==> config.mk <==
export PLATFORM = sky130hd
export DESIGN_NAME = rob_top
export DESIGN_NICKNAME = d
export VERILOG_FILES = /design/src/design/rob_pkg.sv /design/src/design/rob_slot_ram.sv /design/src/design/rob_bank.sv /design/src/design/rob_wb_route.sv /design/src/design/rob_ring_ctrl.sv /design/src/design/rob_top.sv
export SDC_FILE = /design/constraint.sdc
export NUM_CORES = 2
export LEC_CHECK = 0
export BUFFER_PORTS_ARGS = -buffer_cell sky130_fd_sc_hd__clkbuf_2
export CORE_ASPECT_RATIO = 0.75
export CORE_MARGIN = 10
export CORE_UTILIZATION = 50
export CTS_CLUSTER_DIAMETER = 200
export DETAILED_ROUTE_END_ITERATION = 12
export PLACE_DENSITY = 0.75
export SLEW_MARGIN = 25
export SYNTH_ARGS = -nofsm -noshare
export SYNTH_HDL_FRONTEND = slang
export SYNTH_HIERARCHICAL = 1
export SYNTH_SLANG_ARGS = --single-unit
==> constraint.sdc <==
create_clock -name clk -period 13.55 [get_ports clk]
set_input_delay 2.71 -clock clk [delete_from_list [all_inputs] [get_ports clk]]
set_output_delay 2.71 -clock clk [all_outputs]
set_load 0.02 [all_outputs]
==> src/design/rob_pkg.sv <==
// Reorder buffer shared definitions
package rob_pkg;

   // One issue and one commit lane per bank
   localparam int P_BANKS = 2;
   localparam int BANKS = 1 << P_BANKS;

   // Slots held by each bank FIFO
   localparam int P_ROB_DEPTH = 3;
   localparam int ROB_DEPTH = 1 << P_ROB_DEPTH;

   // Writeback ports
   localparam int WB_LANES = 2;

   // Datapath and register file widths
   localparam int DW = 16;
   localparam int PC_W = 16;
   localparam int LRF_AW = 5;
   localparam int PRF_AW = 6;

   // Written at issue and read back at commit
   typedef struct packed {
      logic [PC_W-1:0]   pc;
      logic [LRF_AW-1:0] lrd;
      logic [PRF_AW-1:0] prd;
      logic              prd_we;
      logic [PRF_AW-1:0] pfree;
   } rob_entry_t;

   // Result word written at writeback
   typedef logic [DW-1:0] rob_value_t;

endpackage

==> src/design/rob_slot_ram.sv <==
// Reorder buffer slot memory
`timescale 1ns/1ns

module rob_slot_ram
#(
   parameter type T = rob_pkg::rob_value_t
)
(
   input  logic                         clk,
   input  logic                         we,
   input  logic [rob_pkg::P_ROB_DEPTH-1:0] waddr,
   input  T                             wdata,
   input  logic [rob_pkg::P_ROB_DEPTH-1:0] raddr,
   output T                             rdata
);

   T mem [rob_pkg::ROB_DEPTH];

   // Registered write
   always_ff @(posedge clk)
   begin
      if (we)
         mem[waddr] <= wdata;
   end

   // Read is asynchronous so the head entry shows without a bubble
   assign rdata = mem[raddr];

endmodule

==> src/design/rob_bank.sv <==
// Reorder buffer bank
`timescale 1ns/1ns

module rob_bank
(
   input  logic                            clk,
   input  logic                            rst_n,
   input  logic                            flush,
   input  logic                            push,
   input  rob_pkg::rob_entry_t             push_entry,
   input  logic                            pop,
   input  logic                            wb,
   input  logic [rob_pkg::P_ROB_DEPTH-1:0] wb_id,
   input  logic                            wb_fls,
   input  logic                            wb_exc,
   input  rob_pkg::rob_value_t             wb_value,
   output logic                            not_full,
   output logic [rob_pkg::P_ROB_DEPTH-1:0] wr_slot,
   output logic                            head_valid,
   output rob_pkg::rob_entry_t             head_entry,
   output logic                            head_fls,
   output logic                            head_exc,
   output rob_pkg::rob_value_t             head_value
);

   logic [rob_pkg::P_ROB_DEPTH-1:0] wr_ptr;
   logic [rob_pkg::P_ROB_DEPTH-1:0] rd_ptr;
   logic [rob_pkg::P_ROB_DEPTH:0]   count;
   logic [rob_pkg::P_ROB_DEPTH:0]   count_nxt;
   logic [rob_pkg::ROB_DEPTH-1:0]   tag_rdy;
   logic [rob_pkg::ROB_DEPTH-1:0]   tag_fls;
   logic [rob_pkg::ROB_DEPTH-1:0]   tag_exc;

   always_comb
   begin
      count_nxt = count;
      if (push && !pop)
         count_nxt = count + 1'b1;
      else if (pop && !push)
         count_nxt = count - 1'b1;
   end

   // FIFO pointers
   always_ff @(posedge clk or negedge rst_n)
   begin
      if (!rst_n)
      begin
         wr_ptr <= '0;
         rd_ptr <= '0;
         count <= '0;
      end
      else if (flush)
      begin
         wr_ptr <= '0;
         rd_ptr <= '0;
         count <= '0;
      end
      else
      begin
         if (push)
            wr_ptr <= wr_ptr + 1'b1;
         if (pop)
            rd_ptr <= rd_ptr + 1'b1;
         count <= count_nxt;
      end
   end

   // Per-slot completion tags cleared when a slot takes a new entry
   always_ff @(posedge clk or negedge rst_n)
   begin
      if (!rst_n)
      begin
         tag_rdy <= '0;
         tag_fls <= '0;
         tag_exc <= '0;
      end
      else if (flush)
      begin
         tag_rdy <= '0;
         tag_fls <= '0;
         tag_exc <= '0;
      end
      else
      begin
         if (push)
         begin
            tag_rdy[wr_ptr] <= 1'b0;
            tag_fls[wr_ptr] <= 1'b0;
            tag_exc[wr_ptr] <= 1'b0;
         end
         if (wb)
         begin
            tag_rdy[wb_id] <= 1'b1;
            tag_fls[wb_id] <= wb_fls;
            tag_exc[wb_id] <= wb_exc;
         end
      end
   end

   rob_slot_ram #(.T(rob_pkg::rob_entry_t)) i_entry_ram (
      .clk   (clk),
      .we    (push),
      .waddr (wr_ptr),
      .wdata (push_entry),
      .raddr (rd_ptr),
      .rdata (head_entry)
   );

   rob_slot_ram #(.T(rob_pkg::rob_value_t)) i_value_ram (
      .clk   (clk),
      .we    (wb),
      .waddr (wb_id),
      .wdata (wb_value),
      .raddr (rd_ptr),
      .rdata (head_value)
   );

   // Count MSB set means all eight slots taken
   assign not_full = ~count[rob_pkg::P_ROB_DEPTH];
   assign wr_slot = wr_ptr;
   assign head_valid = (count != '0) & tag_rdy[rd_ptr];
   assign head_fls = tag_fls[rd_ptr];
   assign head_exc = tag_exc[rd_ptr];

endmodule

==> src/design/rob_wb_route.sv <==
// Writeback lane to bank steering
`timescale 1ns/1ns

module rob_wb_route
(
   input  logic [rob_pkg::WB_LANES-1:0]                            wb_valid,
   input  logic [rob_pkg::WB_LANES-1:0][rob_pkg::P_BANKS-1:0]     wb_rob_bank,
   input  logic [rob_pkg::WB_LANES-1:0][rob_pkg::P_ROB_DEPTH-1:0] wb_rob_id,
   input  logic [rob_pkg::WB_LANES-1:0]                            wb_fls,
   input  logic [rob_pkg::WB_LANES-1:0]                            wb_exc,
   input  rob_pkg::rob_value_t [rob_pkg::WB_LANES-1:0]             wb_value,
   output logic [rob_pkg::BANKS-1:0]                               bank_wb,
   output logic [rob_pkg::BANKS-1:0][rob_pkg::P_ROB_DEPTH-1:0]    bank_wb_id,
   output logic [rob_pkg::BANKS-1:0]                               bank_wb_fls,
   output logic [rob_pkg::BANKS-1:0]                               bank_wb_exc,
   output rob_pkg::rob_value_t [rob_pkg::BANKS-1:0]                bank_wb_value
);

   // At most one valid lane names a bank per cycle, so OR-merge is enough
   always_comb
   begin
      logic hit;

      bank_wb = '0;
      bank_wb_id = '0;
      bank_wb_fls = '0;
      bank_wb_exc = '0;
      bank_wb_value = '0;
      for (int b = 0; b < rob_pkg::BANKS; b++)
      begin
         for (int l = 0; l < rob_pkg::WB_LANES; l++)
         begin
            // Invalid lanes must not leak their fields
            hit = wb_valid[l] & (wb_rob_bank[l] == b[rob_pkg::P_BANKS-1:0]);
            bank_wb[b] = bank_wb[b] | hit;
            bank_wb_id[b] = bank_wb_id[b] |
                            ({rob_pkg::P_ROB_DEPTH{hit}} & wb_rob_id[l]);
            bank_wb_fls[b] = bank_wb_fls[b] | (hit & wb_fls[l]);
            bank_wb_exc[b] = bank_wb_exc[b] | (hit & wb_exc[l]);
            bank_wb_value[b] = bank_wb_value[b] |
                               ({rob_pkg::DW{hit}} & wb_value[l]);
         end
      end
   end

endmodule

==> src/design/rob_ring_ctrl.sv <==
// Reorder buffer head and tail ring control
`timescale 1ns/1ns

module rob_ring_ctrl
(
   input  logic                                                 clk,
   input  logic                                                 rst_n,
   input  logic                                                 flush,
   input  logic [rob_pkg::P_BANKS:0]                            push_size,
   input  logic [rob_pkg::P_BANKS:0]                            pop_size,
   input  logic [rob_pkg::BANKS-1:0][rob_pkg::PC_W-1:0]         push_pc,
   input  logic [rob_pkg::BANKS-1:0][rob_pkg::LRF_AW-1:0]       push_lrd,
   input  logic [rob_pkg::BANKS-1:0][rob_pkg::PRF_AW-1:0]       push_prd,
   input  logic [rob_pkg::BANKS-1:0]                            push_prd_we,
   input  logic [rob_pkg::BANKS-1:0][rob_pkg::PRF_AW-1:0]       push_pfree,
   input  logic [rob_pkg::BANKS-1:0][rob_pkg::P_ROB_DEPTH-1:0]  bank_wr_slot,
   output logic [rob_pkg::BANKS-1:0]                            bank_push,
   output rob_pkg::rob_entry_t [rob_pkg::BANKS-1:0]             bank_push_entry,
   output logic [rob_pkg::BANKS-1:0]                            bank_pop,
   output logic [rob_pkg::BANKS-1:0][rob_pkg::P_ROB_DEPTH-1:0]  free_id,
   output logic [rob_pkg::BANKS-1:0][rob_pkg::P_BANKS-1:0]      free_bank,
   input  logic [rob_pkg::BANKS-1:0]                            bank_head_valid,
   input  rob_pkg::rob_entry_t [rob_pkg::BANKS-1:0]             bank_head_entry,
   input  logic [rob_pkg::BANKS-1:0]                            bank_head_fls,
   input  logic [rob_pkg::BANKS-1:0]                            bank_head_exc,
   input  rob_pkg::rob_value_t [rob_pkg::BANKS-1:0]             bank_head_value,
   output logic [rob_pkg::BANKS-1:0]                            cmt_valid,
   output logic [rob_pkg::BANKS-1:0][rob_pkg::PC_W-1:0]         cmt_pc,
   output logic [rob_pkg::BANKS-1:0][rob_pkg::LRF_AW-1:0]       cmt_lrd,
   output logic [rob_pkg::BANKS-1:0][rob_pkg::PRF_AW-1:0]       cmt_prd,
   output logic [rob_pkg::BANKS-1:0]                            cmt_prd_we,
   output logic [rob_pkg::BANKS-1:0][rob_pkg::PRF_AW-1:0]       cmt_pfree,
   output logic [rob_pkg::BANKS-1:0]                            cmt_fls,
   output logic [rob_pkg::BANKS-1:0]                            cmt_exc,
   output rob_pkg::rob_value_t [rob_pkg::BANKS-1:0]             cmt_value
);

   logic [rob_pkg::P_BANKS-1:0]                 head_q;
   logic [rob_pkg::P_BANKS-1:0]                 tail_q;
   rob_pkg::rob_entry_t [rob_pkg::BANKS-1:0]    lane_entry;

   // Size of 4 wraps the 2-bit pointer back onto itself
   always_ff @(posedge clk or negedge rst_n)
   begin
      if (!rst_n)
      begin
         head_q <= '0;
         tail_q <= '0;
      end
      else if (flush)
      begin
         head_q <= '0;
         tail_q <= '0;
      end
      else
      begin
         head_q <= head_q + pop_size[rob_pkg::P_BANKS-1:0];
         tail_q <= tail_q + push_size[rob_pkg::P_BANKS-1:0];
      end
   end

   // Issue lanes packed into entries
   always_comb
   begin
      for (int k = 0; k < rob_pkg::BANKS; k++)
      begin
         lane_entry[k].pc = push_pc[k];
         lane_entry[k].lrd = push_lrd[k];
         lane_entry[k].prd = push_prd[k];
         lane_entry[k].prd_we = push_prd_we[k];
         lane_entry[k].pfree = push_pfree[k];
      end
   end

   // Bank strobes from distance past tail and head
   always_comb
   begin
      logic [rob_pkg::P_BANKS-1:0] tail_dist;
      logic [rob_pkg::P_BANKS-1:0] head_dist;

      for (int b = 0; b < rob_pkg::BANKS; b++)
      begin
         tail_dist = b[rob_pkg::P_BANKS-1:0] - tail_q;
         head_dist = b[rob_pkg::P_BANKS-1:0] - head_q;
         bank_push[b] = ({1'b0, tail_dist} < push_size);
         bank_pop[b] = ({1'b0, head_dist} < pop_size);
         bank_push_entry[b] = lane_entry[tail_dist];
      end
   end

   // Tag each lane would receive if pushed now
   always_comb
   begin
      logic [rob_pkg::P_BANKS-1:0] fb;

      for (int k = 0; k < rob_pkg::BANKS; k++)
      begin
         fb = tail_q + k[rob_pkg::P_BANKS-1:0];
         free_bank[k] = fb;
         free_id[k] = bank_wr_slot[fb];
      end
   end

   // Banks rotated onto commit lanes with the oldest at lane 0
   always_comb
   begin
      logic [rob_pkg::P_BANKS-1:0] hb;

      for (int k = 0; k < rob_pkg::BANKS; k++)
      begin
         hb = head_q + k[rob_pkg::P_BANKS-1:0];
         cmt_valid[k] = bank_head_valid[hb];
         cmt_pc[k] = bank_head_entry[hb].pc;
         cmt_lrd[k] = bank_head_entry[hb].lrd;
         cmt_prd[k] = bank_head_entry[hb].prd;
         cmt_prd_we[k] = bank_head_entry[hb].prd_we;
         cmt_pfree[k] = bank_head_entry[hb].pfree;
         cmt_fls[k] = bank_head_fls[hb];
         cmt_exc[k] = bank_head_exc[hb];
         cmt_value[k] = bank_head_value[hb];
      end
   end

endmodule

==> src/design/rob_top.sv <==
// Banked reorder buffer top
`timescale 1ns/1ns

module rob_top
(
   input  logic                                           clk,
   input  logic                                           rst_n,
   input  logic                                           flush,
   // Issue
   input  logic [rob_pkg::P_BANKS:0]                      rob_push_size,
   input  logic [rob_pkg::BANKS*rob_pkg::PC_W-1:0]        rob_push_pc,
   input  logic [rob_pkg::BANKS*rob_pkg::LRF_AW-1:0]      rob_push_lrd,
   input  logic [rob_pkg::BANKS*rob_pkg::PRF_AW-1:0]      rob_push_prd,
   input  logic [rob_pkg::BANKS-1:0]                      rob_push_prd_we,
   input  logic [rob_pkg::BANKS*rob_pkg::PRF_AW-1:0]      rob_push_pfree,
   output logic                                           rob_ready,
   output logic [rob_pkg::BANKS*rob_pkg::P_ROB_DEPTH-1:0] rob_free_id,
   output logic [rob_pkg::BANKS*rob_pkg::P_BANKS-1:0]     rob_free_bank,
   // Writeback
   input  logic [rob_pkg::WB_LANES-1:0]                      wb_valid,
   input  logic [rob_pkg::WB_LANES*rob_pkg::P_BANKS-1:0]     wb_rob_bank,
   input  logic [rob_pkg::WB_LANES*rob_pkg::P_ROB_DEPTH-1:0] wb_rob_id,
   input  logic [rob_pkg::WB_LANES-1:0]                      wb_fls,
   input  logic [rob_pkg::WB_LANES-1:0]                      wb_exc,
   input  logic [rob_pkg::WB_LANES*rob_pkg::DW-1:0]          wb_value,
   // Commit
   output logic [rob_pkg::BANKS-1:0]                      cmt_valid,
   output logic [rob_pkg::BANKS*rob_pkg::PC_W-1:0]        cmt_pc,
   output logic [rob_pkg::BANKS*rob_pkg::LRF_AW-1:0]      cmt_lrd,
   output logic [rob_pkg::BANKS*rob_pkg::PRF_AW-1:0]      cmt_prd,
   output logic [rob_pkg::BANKS-1:0]                      cmt_prd_we,
   output logic [rob_pkg::BANKS*rob_pkg::PRF_AW-1:0]      cmt_pfree,
   output logic [rob_pkg::BANKS-1:0]                      cmt_fls,
   output logic [rob_pkg::BANKS-1:0]                      cmt_exc,
   output logic [rob_pkg::BANKS*rob_pkg::DW-1:0]          cmt_value,
   input  logic [rob_pkg::P_BANKS:0]                      cmt_pop_size
);

   logic [rob_pkg::BANKS-1:0]                            bank_push;
   rob_pkg::rob_entry_t [rob_pkg::BANKS-1:0]             bank_push_entry;
   logic [rob_pkg::BANKS-1:0]                            bank_pop;
   logic [rob_pkg::BANKS-1:0]                            bank_wb;
   logic [rob_pkg::BANKS-1:0][rob_pkg::P_ROB_DEPTH-1:0]  bank_wb_id;
   logic [rob_pkg::BANKS-1:0]                            bank_wb_fls;
   logic [rob_pkg::BANKS-1:0]                            bank_wb_exc;
   rob_pkg::rob_value_t [rob_pkg::BANKS-1:0]             bank_wb_value;
   logic [rob_pkg::BANKS-1:0]                            bank_not_full;
   logic [rob_pkg::BANKS-1:0][rob_pkg::P_ROB_DEPTH-1:0]  bank_wr_slot;
   logic [rob_pkg::BANKS-1:0]                            bank_head_valid;
   rob_pkg::rob_entry_t [rob_pkg::BANKS-1:0]             bank_head_entry;
   logic [rob_pkg::BANKS-1:0]                            bank_head_fls;
   logic [rob_pkg::BANKS-1:0]                            bank_head_exc;
   rob_pkg::rob_value_t [rob_pkg::BANKS-1:0]             bank_head_value;

   rob_ring_ctrl i_rob_ring_ctrl (
      .clk             (clk),
      .rst_n           (rst_n),
      .flush           (flush),
      .push_size       (rob_push_size),
      .pop_size        (cmt_pop_size),
      .push_pc         (rob_push_pc),
      .push_lrd        (rob_push_lrd),
      .push_prd        (rob_push_prd),
      .push_prd_we     (rob_push_prd_we),
      .push_pfree      (rob_push_pfree),
      .bank_wr_slot    (bank_wr_slot),
      .bank_push       (bank_push),
      .bank_push_entry (bank_push_entry),
      .bank_pop        (bank_pop),
      .free_id         (rob_free_id),
      .free_bank       (rob_free_bank),
      .bank_head_valid (bank_head_valid),
      .bank_head_entry (bank_head_entry),
      .bank_head_fls   (bank_head_fls),
      .bank_head_exc   (bank_head_exc),
      .bank_head_value (bank_head_value),
      .cmt_valid       (cmt_valid),
      .cmt_pc          (cmt_pc),
      .cmt_lrd         (cmt_lrd),
      .cmt_prd         (cmt_prd),
      .cmt_prd_we      (cmt_prd_we),
      .cmt_pfree       (cmt_pfree),
      .cmt_fls         (cmt_fls),
      .cmt_exc         (cmt_exc),
      .cmt_value       (cmt_value)
   );

   rob_wb_route i_rob_wb_route (
      .wb_valid      (wb_valid),
      .wb_rob_bank   (wb_rob_bank),
      .wb_rob_id     (wb_rob_id),
      .wb_fls        (wb_fls),
      .wb_exc        (wb_exc),
      .wb_value      (wb_value),
      .bank_wb       (bank_wb),
      .bank_wb_id    (bank_wb_id),
      .bank_wb_fls   (bank_wb_fls),
      .bank_wb_exc   (bank_wb_exc),
      .bank_wb_value (bank_wb_value)
   );

   for (genvar b = 0; b < rob_pkg::BANKS; b++)
   begin : gen_bank
      rob_bank i_rob_bank (
         .clk        (clk),
         .rst_n      (rst_n),
         .flush      (flush),
         .push       (bank_push[b]),
         .push_entry (bank_push_entry[b]),
         .pop        (bank_pop[b]),
         .wb         (bank_wb[b]),
         .wb_id      (bank_wb_id[b]),
         .wb_fls     (bank_wb_fls[b]),
         .wb_exc     (bank_wb_exc[b]),
         .wb_value   (bank_wb_value[b]),
         .not_full   (bank_not_full[b]),
         .wr_slot    (bank_wr_slot[b]),
         .head_valid (bank_head_valid[b]),
         .head_entry (bank_head_entry[b]),
         .head_fls   (bank_head_fls[b]),
         .head_exc   (bank_head_exc[b]),
         .head_value (bank_head_value[b])
      );
   end

   // Any full bank stalls the whole issue group
   assign rob_ready = &bank_not_full;

endmodule

* After elaboration in Yosys (flattened, before gate mapping)
Memories as Yosys holds them, arrays and structs flattened.
Cells that the tools add are included.
** Word-level totals
- Register bits :: 140
- Bits in writable memories :: 1600
- Input bits :: 193
- Output and inout bits :: 233
- Word-level logic and storage cells :: 441
- Memories kept :: 8
** Memories
- gen_bank[0].i_rob_bank.i_entry_ram.mem :: words 8, bits a word 34, rd ports 1, clocked after Yosys merged registers in 0, wr ports 1, RTL line rob_slot_ram.sv:17 : T mem [rob_pkg::ROB_DEPTH];
- gen_bank[1].i_rob_bank.i_entry_ram.mem :: words 8, bits a word 34, rd ports 1, clocked after Yosys merged registers in 0, wr ports 1, RTL line rob_slot_ram.sv:17
- gen_bank[2].i_rob_bank.i_entry_ram.mem :: words 8, bits a word 34, rd ports 1, clocked after Yosys merged registers in 0, wr ports 1, RTL line rob_slot_ram.sv:17
- gen_bank[3].i_rob_bank.i_entry_ram.mem :: words 8, bits a word 34, rd ports 1, clocked after Yosys merged registers in 0, wr ports 1, RTL line rob_slot_ram.sv:17
- gen_bank[0].i_rob_bank.i_value_ram.mem :: words 8, bits a word 16, rd ports 1, clocked after Yosys merged registers in 0, wr ports 1, RTL line rob_slot_ram.sv:17
- gen_bank[1].i_rob_bank.i_value_ram.mem :: words 8, bits a word 16, rd ports 1, clocked after Yosys merged registers in 0, wr ports 1, RTL line rob_slot_ram.sv:17
- +2 memories
** Cells by class
- Add/sub/neg operators :: 32
- Order comparisons :: 40
- Equality and inequality tests :: 6
- Muxes and demuxes :: 198
- Bitwise gates (word level) :: 88
- Reduce and logical (&&, ||, !) cells :: 43
** Operators with widths (count)
- 34-bit binary-select mux with 2-bit select :: 8
- 8-bit 2-to-1 mux :: 48
- 34-bit 2-to-1 mux :: 8
- 16-bit bitwise AND :: 8
- 16-bit binary-select mux with 2-bit select :: 4
- 8-bit bitwise AND :: 12
- 8-bit bitwise mux :: 8
- 16-bit 2-to-1 mux :: 4
- 16-bit bitwise OR :: 4
- 3-bit 2-to-1 mux :: 20
- 3-bit by 4-bit less-than comparator with 1-bit output, second input constant :: 12
- 1-bit 2-to-1 mux :: 48
- 4-bit 2-to-1 mux :: 12
- 1-bit binary-select mux with 3-bit select :: 12
- 2-bit by 3-bit less-than comparator with 1-bit output, second input constant :: 12
- 8-bit NOT :: 4
- 8-bit bitwise OR :: 4
- 1-bit bitwise AND :: 28
- 3-bit by 1-bit adder with 3-bit output, second input constant :: 8
- 3-bit bitwise AND :: 8
- 1-bit binary-select mux with 2-bit select :: 12
- 3-bit binary-select mux with 2-bit select :: 4
- 1-bit demux with 3-bit select :: 8
- 3-bit by 1-bit greater-or-equal comparator with 1-bit output, second input constant :: 8
- 21 further kinds :: 103

* Logic depth before layout (Yosys ltp)
- Depth in word-level cells :: 11
- Depth in mapped cells :: 16
- Gate-level depth less buffers :: 11

* Modules after synthesis
Netlist, hierarchy kept.
** By module, submodules not included
- rob_slot_ram at gen_bank[0].i_rob_bank.i_entry_ram ... :: times used 4, cells an instance 407, area an instance 10402.5 µm², seq. area each 8167.8 µm²
- rob_slot_ram at gen_bank[0].i_rob_bank.i_value_ram ... :: times used 4, cells an instance 198, area an instance 4973.5 µm², seq. area each 3843.7 µm²
- rob_ring_ctrl :: times used 1, cells an instance 494, area an instance 9188.8 µm², seq. area each 100.1 µm²
- rob_bank at gen_bank[0].i_rob_bank ... :: times used 3, cells an instance 193, area an instance 1931.9 µm², seq. area each 850.8 µm²
- rob_bank at gen_bank[2].i_rob_bank :: times used 1, cells an instance 193, area an instance 1963.1 µm², seq. area each 850.8 µm²
- rob_wb_route :: times used 1, cells an instance 112, area an instance 913.4 µm², seq. area each 0.0 µm²
- rob_top :: times used 1, cells an instance 1, area an instance 8.8 µm², seq. area each 0.0 µm²

* Least setup slack after synthesis
OpenSTA, ideal clock, no wires.
- Path type :: input port to flip-flop
- From :: input port rob_push_size[1] (netlist name)
- To :: memory gen_bank[3].i_rob_bank/i_entry_ram/mem[0][0] (netlist name) (enable)
- Library setup time :: 0.467 ns
- Arrival :: 6.055 ns
- Data required time :: 13.083 ns
- Setup slack :: 7.027 ns
- Cell stages on the path :: 6
- Path buffers :: 0
- Cells stage by stage :: inv_1 -> ha_1 -> nor2b_1 -> o21bai_1 -> nand2b_1 -> nor3_1
** On the way
- Longest elaborated chain between the ends :: 3
** RTL lines
- start: declaration :: RTL line rob_top.sv:10 : input logic [rob_pkg::P_BANKS:0] rob_push_size,
- 2-bit by 3-bit less-than comparator with 1-bit output :: RTL line rob_ring_ctrl.sv:85 : bank_push[b] = ({1'b0, tail_dist} < push_size);
- via bank_push (one bit) :: RTL line rob_top.sv:39 : logic [rob_pkg::BANKS-1:0] bank_push;
- 1-bit 2-to-1 mux :: RTL line rob_slot_ram.sv:22 : if (we)
- 1-bit 2-to-1 mux (not written as such) :: RTL line rob_slot_ram.sv:23 : mem[waddr] <= wdata;
- end: declaration :: RTL line rob_slot_ram.sv:17
The timed path passes the listed nets, and every way through them passes these cells.

==> impl_metrics.py <==
metrics = {
    "run_status": {
        "outcome": "finished clean",
    },
    "grt": {
        "grt-ovfl-total": 0,
        "grt_pass1_vias": 42677,
        "grt_antenna_before_repair": 22,
        "grt_pass1_wl_microns": 304000,
        "grt_max_degree": 83,
        "gr-usage-all-layers": 0.237,
    },
    "place": {
        "place.detailed.hpwl_microns": 136000,
        "place.port_buffers": 425,
        "post_dp_cell_area_sq_um": 83500,
        "gpl.final_weighted_congestion": 0.846,
    },
    "timing": {
        "setup-tns-final_ps": 0,
        "finalClockSkew_ps": 49.2,
        "timing.final.hold_violations": 0,
        "timing.final.crit_period_ps": 7610,
        "setup_viol": 0,
        "grt_setup_unrepaired": "no",
        "finalCritPeriodShare": 0.562,
        "timing.slew.headroom": 0.273,
        "drv_slew": 0,
        "worst_slew_pin_slew_ps": 1090,
        "achievable_clock_frequency_ghz": 0.131,
    },
    "yosys": {
        "yosysUniqueCellTypes": 50,
        "synth_enable_flop_cells": 1600,
        "synth-async-reset-ratio": 0.0805,
        "syn_avg_cell_area_sq_um": 20.9,
        "mappedNetlistNets": 4026,
        "dominant_synthesized_flop_cell": "sky130_fd_sc_hd__edfxtp_1",
        "ys.warnings.count": 6,
        "synthesis.instances": 3799,
        "mappedNetlistArea_sq_um": 79400,
        "synth.yosys.seq_area_share": 0.649,
        "synth.ff_latch_count": 1740,
    },
    "drt": {
        "post_drt_via_cell_ratio": 6.66,
        "detailedRoute.firstIterationViolations": 5374,
        "wire_per_inst_microns": 32.6,
        "drc_errors": 0,
        "routed_wl_microns": 212000,
        "route.vias.total": 43162,
        "ant_nets": 0,
        "first_pass_iters": 6,
    },
    "die": {
        "design.die.area_sq_um": 175000,
        "core_region_area_sq_um": 157000,
        "die_w_microns": 480,
        "floorplan.die.height_microns": 365,
        "ioPinCount": 426,
        "starting_density_of_the_core": 0.504,
        "placementRows": 126,
    },
    "power": {
        "powerDensity_nw_per_um2": 173,
        "power.ir.vdd_worst_uv": 135,
        "power_leakage_nw": 27.8,
        "post-layout-total-power_mw": 15.4,
    },
    "worst_setup_path": {
        "path_max_fanout": 40,
        "startpoint": "gen_bank[3].i_rob_bank/rd_ptr[0]$_DFFE_PN0P_",
        "critical_path.startpoint_type": "register",
        "setup.worst_path.end_class": "output pin",
        "r2r_cells": 10,
        "rr_endpoint": "gen_bank[2].i_rob_bank/count[3]$_DFFE_PN0P_",
        "crit_required_ps": 10840,
        "crit_path_end": "cmt_pfree[18]",
        "worst_r2r_start": "i_rob_ring_ctrl/head_q[0]$_DFF_PN0_",
        "critical_path_arrival_ps": 4900,
        "reg2reg_setup_slack_ps": 9090,
        "critical_path_class": "register to output pin",
    },
    "run": {
        "drv.max_cap_violation_count": 0,
    },
    "worst_hold_path": {
        "path_category_of_the_worst_min_delay_check": "register to register",
    },
    "final_layout": {
        "finish.net_count": 4451,
        "finish.instance_area_sq_um": 88900,
        "fillers": 11350,
        "drive_above_1_share": 0.382,
        "flow.area_growth_from_synthesis_pct": 12.1,
    },
    "cts": {
        "clock_tree.root_cell": "sky130_fd_sc_hd__clkbuf_16",
        "clk_transition_reported_paths_ps": 60,
        "cts.sinks": 1740,
        "post_cts_buffers": 0,
        "tritoncts.num_buffers": 169,
        "worst_skew_pair.late_latency_ps": 820,
        "cts_htree_levels": 4,
        "cts_tree": "yes",
        "clock_path_buffers": 3,
        "ctsResizeCount": 0,
        "hold_buffers": 0,
    },
}
-- metal layers --
| layer | vias to the layer above | global-route usage | part of all wire |
|---|---|---|---|
| met2 | 2636 | 0.367 | 0.47 |
| met4 | 2 | 0.0946 | 0.039 |
| met1 | 22972 | 0.332 | 0.38 |
| li1 | 17207 | - | - |
| met5 | - | 0 | 0.000061 |
| met3 | 345 | 0.0509 | 0.10 |
-- cells in the final DEF (no fill, tap or decap), drive strengths merged, types with 12 or more instances in the layout --
| master | n |
|---|---|
| clkbuf | 638 |
| buf | 111 |
| mux4 | 784 |
| xor2 | 12 |
| mux2 | 208 |
| edfxtp | 1600 |
| nor3 | 20 |
| diode | 21 |
| and4b | 12 |
| a22o | 84 |
| dfrtp | 140 |
| clkinv | 60 |
| nor2 | 130 |
| nand4b | 24 |
| nand4bb | 24 |
| nand2b | 32 |
| mux2i | 16 |
| nand3 | 68 |
| and4bb | 12 |
| ha | 30 |
| inv | 33 |
| nand2 | 88 |
| xnor2 | 16 |
| a21oi | 100 |
-- cells by family (layout without fill, tap and decap cells) --
kind of cell,count (synthesis),count (layout),share of synthesized area
xor gates and xnor gates,28,28,0.00318
AOI/OAI and AO/OA,204,204,0.0175
and+or+nand+nor,481,481,0.0348
adders and majority gates,34,34,0.00574
muxes,1008,1008,0.265
other,0,21,0
DFF,1740,1740,0.649
buffers and inverters,304,857,0.0239
-- cell usage after synthesis (all sizes together) (9+ instances only) --
library cell,count,share of area
a21oi,100,0.0063
a22o,84,0.0093
and4,9,0.00099
and4b,12,0.0015
and4bb,12,0.0019
buf,199,0.019
clkbuf,81,0.0039
dfrtp,140,0.044
edfxtp,1600,0.61
ha,30,0.0047
inv,24,0.0011
mux2,208,0.033
mux2i,16,0.0020
mux4,784,0.23
nand2,88,0.0042
nand2b,32,0.0025
nand3,68,0.0043
nand4b,24,0.0026
nand4bb,24,0.0034
nor2,130,0.0061
nor2b,10,0.00079
nor3,20,0.0013
xnor2,16,0.0018
xor2,12,0.0014
-- worst min-delay path by stage --
stage	from	end	slack [ps]	depth (start not counted)
global route	gen_bank[0].i_rob_bank/tag_rdy[2]$_DFF_PN0_	gen_bank[0].i_rob_bank/tag_rdy[2]$_DFF_PN0_	540	2
floorplan	gen_bank[0].i_rob_bank/tag_rdy[6]$_DFF_PN0_	gen_bank[0].i_rob_bank/tag_rdy[6]$_DFF_PN0_	480	2
global placement	gen_bank[1].i_rob_bank/tag_rdy[2]$_DFF_PN0_	gen_bank[1].i_rob_bank/tag_rdy[2]$_DFF_PN0_	490	2
detailed placement	gen_bank[0].i_rob_bank/tag_rdy[6]$_DFF_PN0_	gen_bank[0].i_rob_bank/tag_rdy[6]$_DFF_PN0_	500	2
finish	gen_bank[1].i_rob_bank/tag_rdy[5]$_DFF_PN0_	gen_bank[1].i_rob_bank/tag_rdy[5]$_DFF_PN0_	520	2
CTS	gen_bank[0].i_rob_bank/tag_rdy[6]$_DFF_PN0_	gen_bank[0].i_rob_bank/tag_rdy[6]$_DFF_PN0_	520	2
-- flip-flops by register name, indices dropped and copies added, names as in the netlist --
name	flops
gen_bank.i_rob_bank/i_value_ram/mem	512
i_rob_ring_ctrl/tail_q	2
gen_bank.i_rob_bank/count	16
gen_bank.i_rob_bank/rd_ptr	12
i_rob_ring_ctrl/head_q	2
gen_bank.i_rob_bank/tag_rdy	32
gen_bank.i_rob_bank/tag_exc	32
gen_bank.i_rob_bank/wr_slot	12
gen_bank.i_rob_bank/tag_fls	32
gen_bank.i_rob_bank/i_entry_ram/mem	1088
-- where the power goes --
group / switching, mW / total (mW) / internal [mW]
combinational: 2.42 / 4.13 / 1.71
sequential: 0.278 / 6.71 / 6.43
clock: 2.03 / 4.59 / 2.56
total: 4.73 / 15.4 / 10.7
-- metrics by stage --
step | instances | hold slack, ps | worst slack (ps) | utilization
detailed placement | 6164 | 504 | 6670 | 0.530
floorplan | 3799 | 477 | 7030 | -
CTS | 6463 | 519 | 5790 | 0.564
global placement | 6164 | 493 | 6720 | 0.530
global route | 6480 | 543 | 5690 | 0.565
finish | 6485 | 518 | 5940 | 0.565
-- area by class of cell --
class / instances / area [sq um] / share of cell area
Multi-Input combinational cell: 1755 / 26200 / 0.294
Tap cell: 2112 / 2640 / 0.0297
Antenna cell: 21 / 52.6 / 0.000591
Sequential cell: 1740 / 51600 / 0.580
Inverter: 24 / 90.1 / 0.00101
Clock buffer: 215 / 4460 / 0.0502
Timing Repair Buffer: 534 / 2990 / 0.0337
Clock inverter: 84 / 905 / 0.0102
-- worst max-delay path, stage by stage, from the launching register on --
cell	delay [ps]
sky130_fd_sc_hd__dfrtp_4	810
sky130_fd_sc_hd__buf_4	690
sky130_fd_sc_hd__buf_4	800
sky130_fd_sc_hd__mux4_2	600
sky130_fd_sc_hd__mux2_2	340
sky130_fd_sc_hd__mux4_2	480
sky130_fd_sc_hd__clkbuf_2	310
Note: power is estimated with default switching activity, not from simulation.
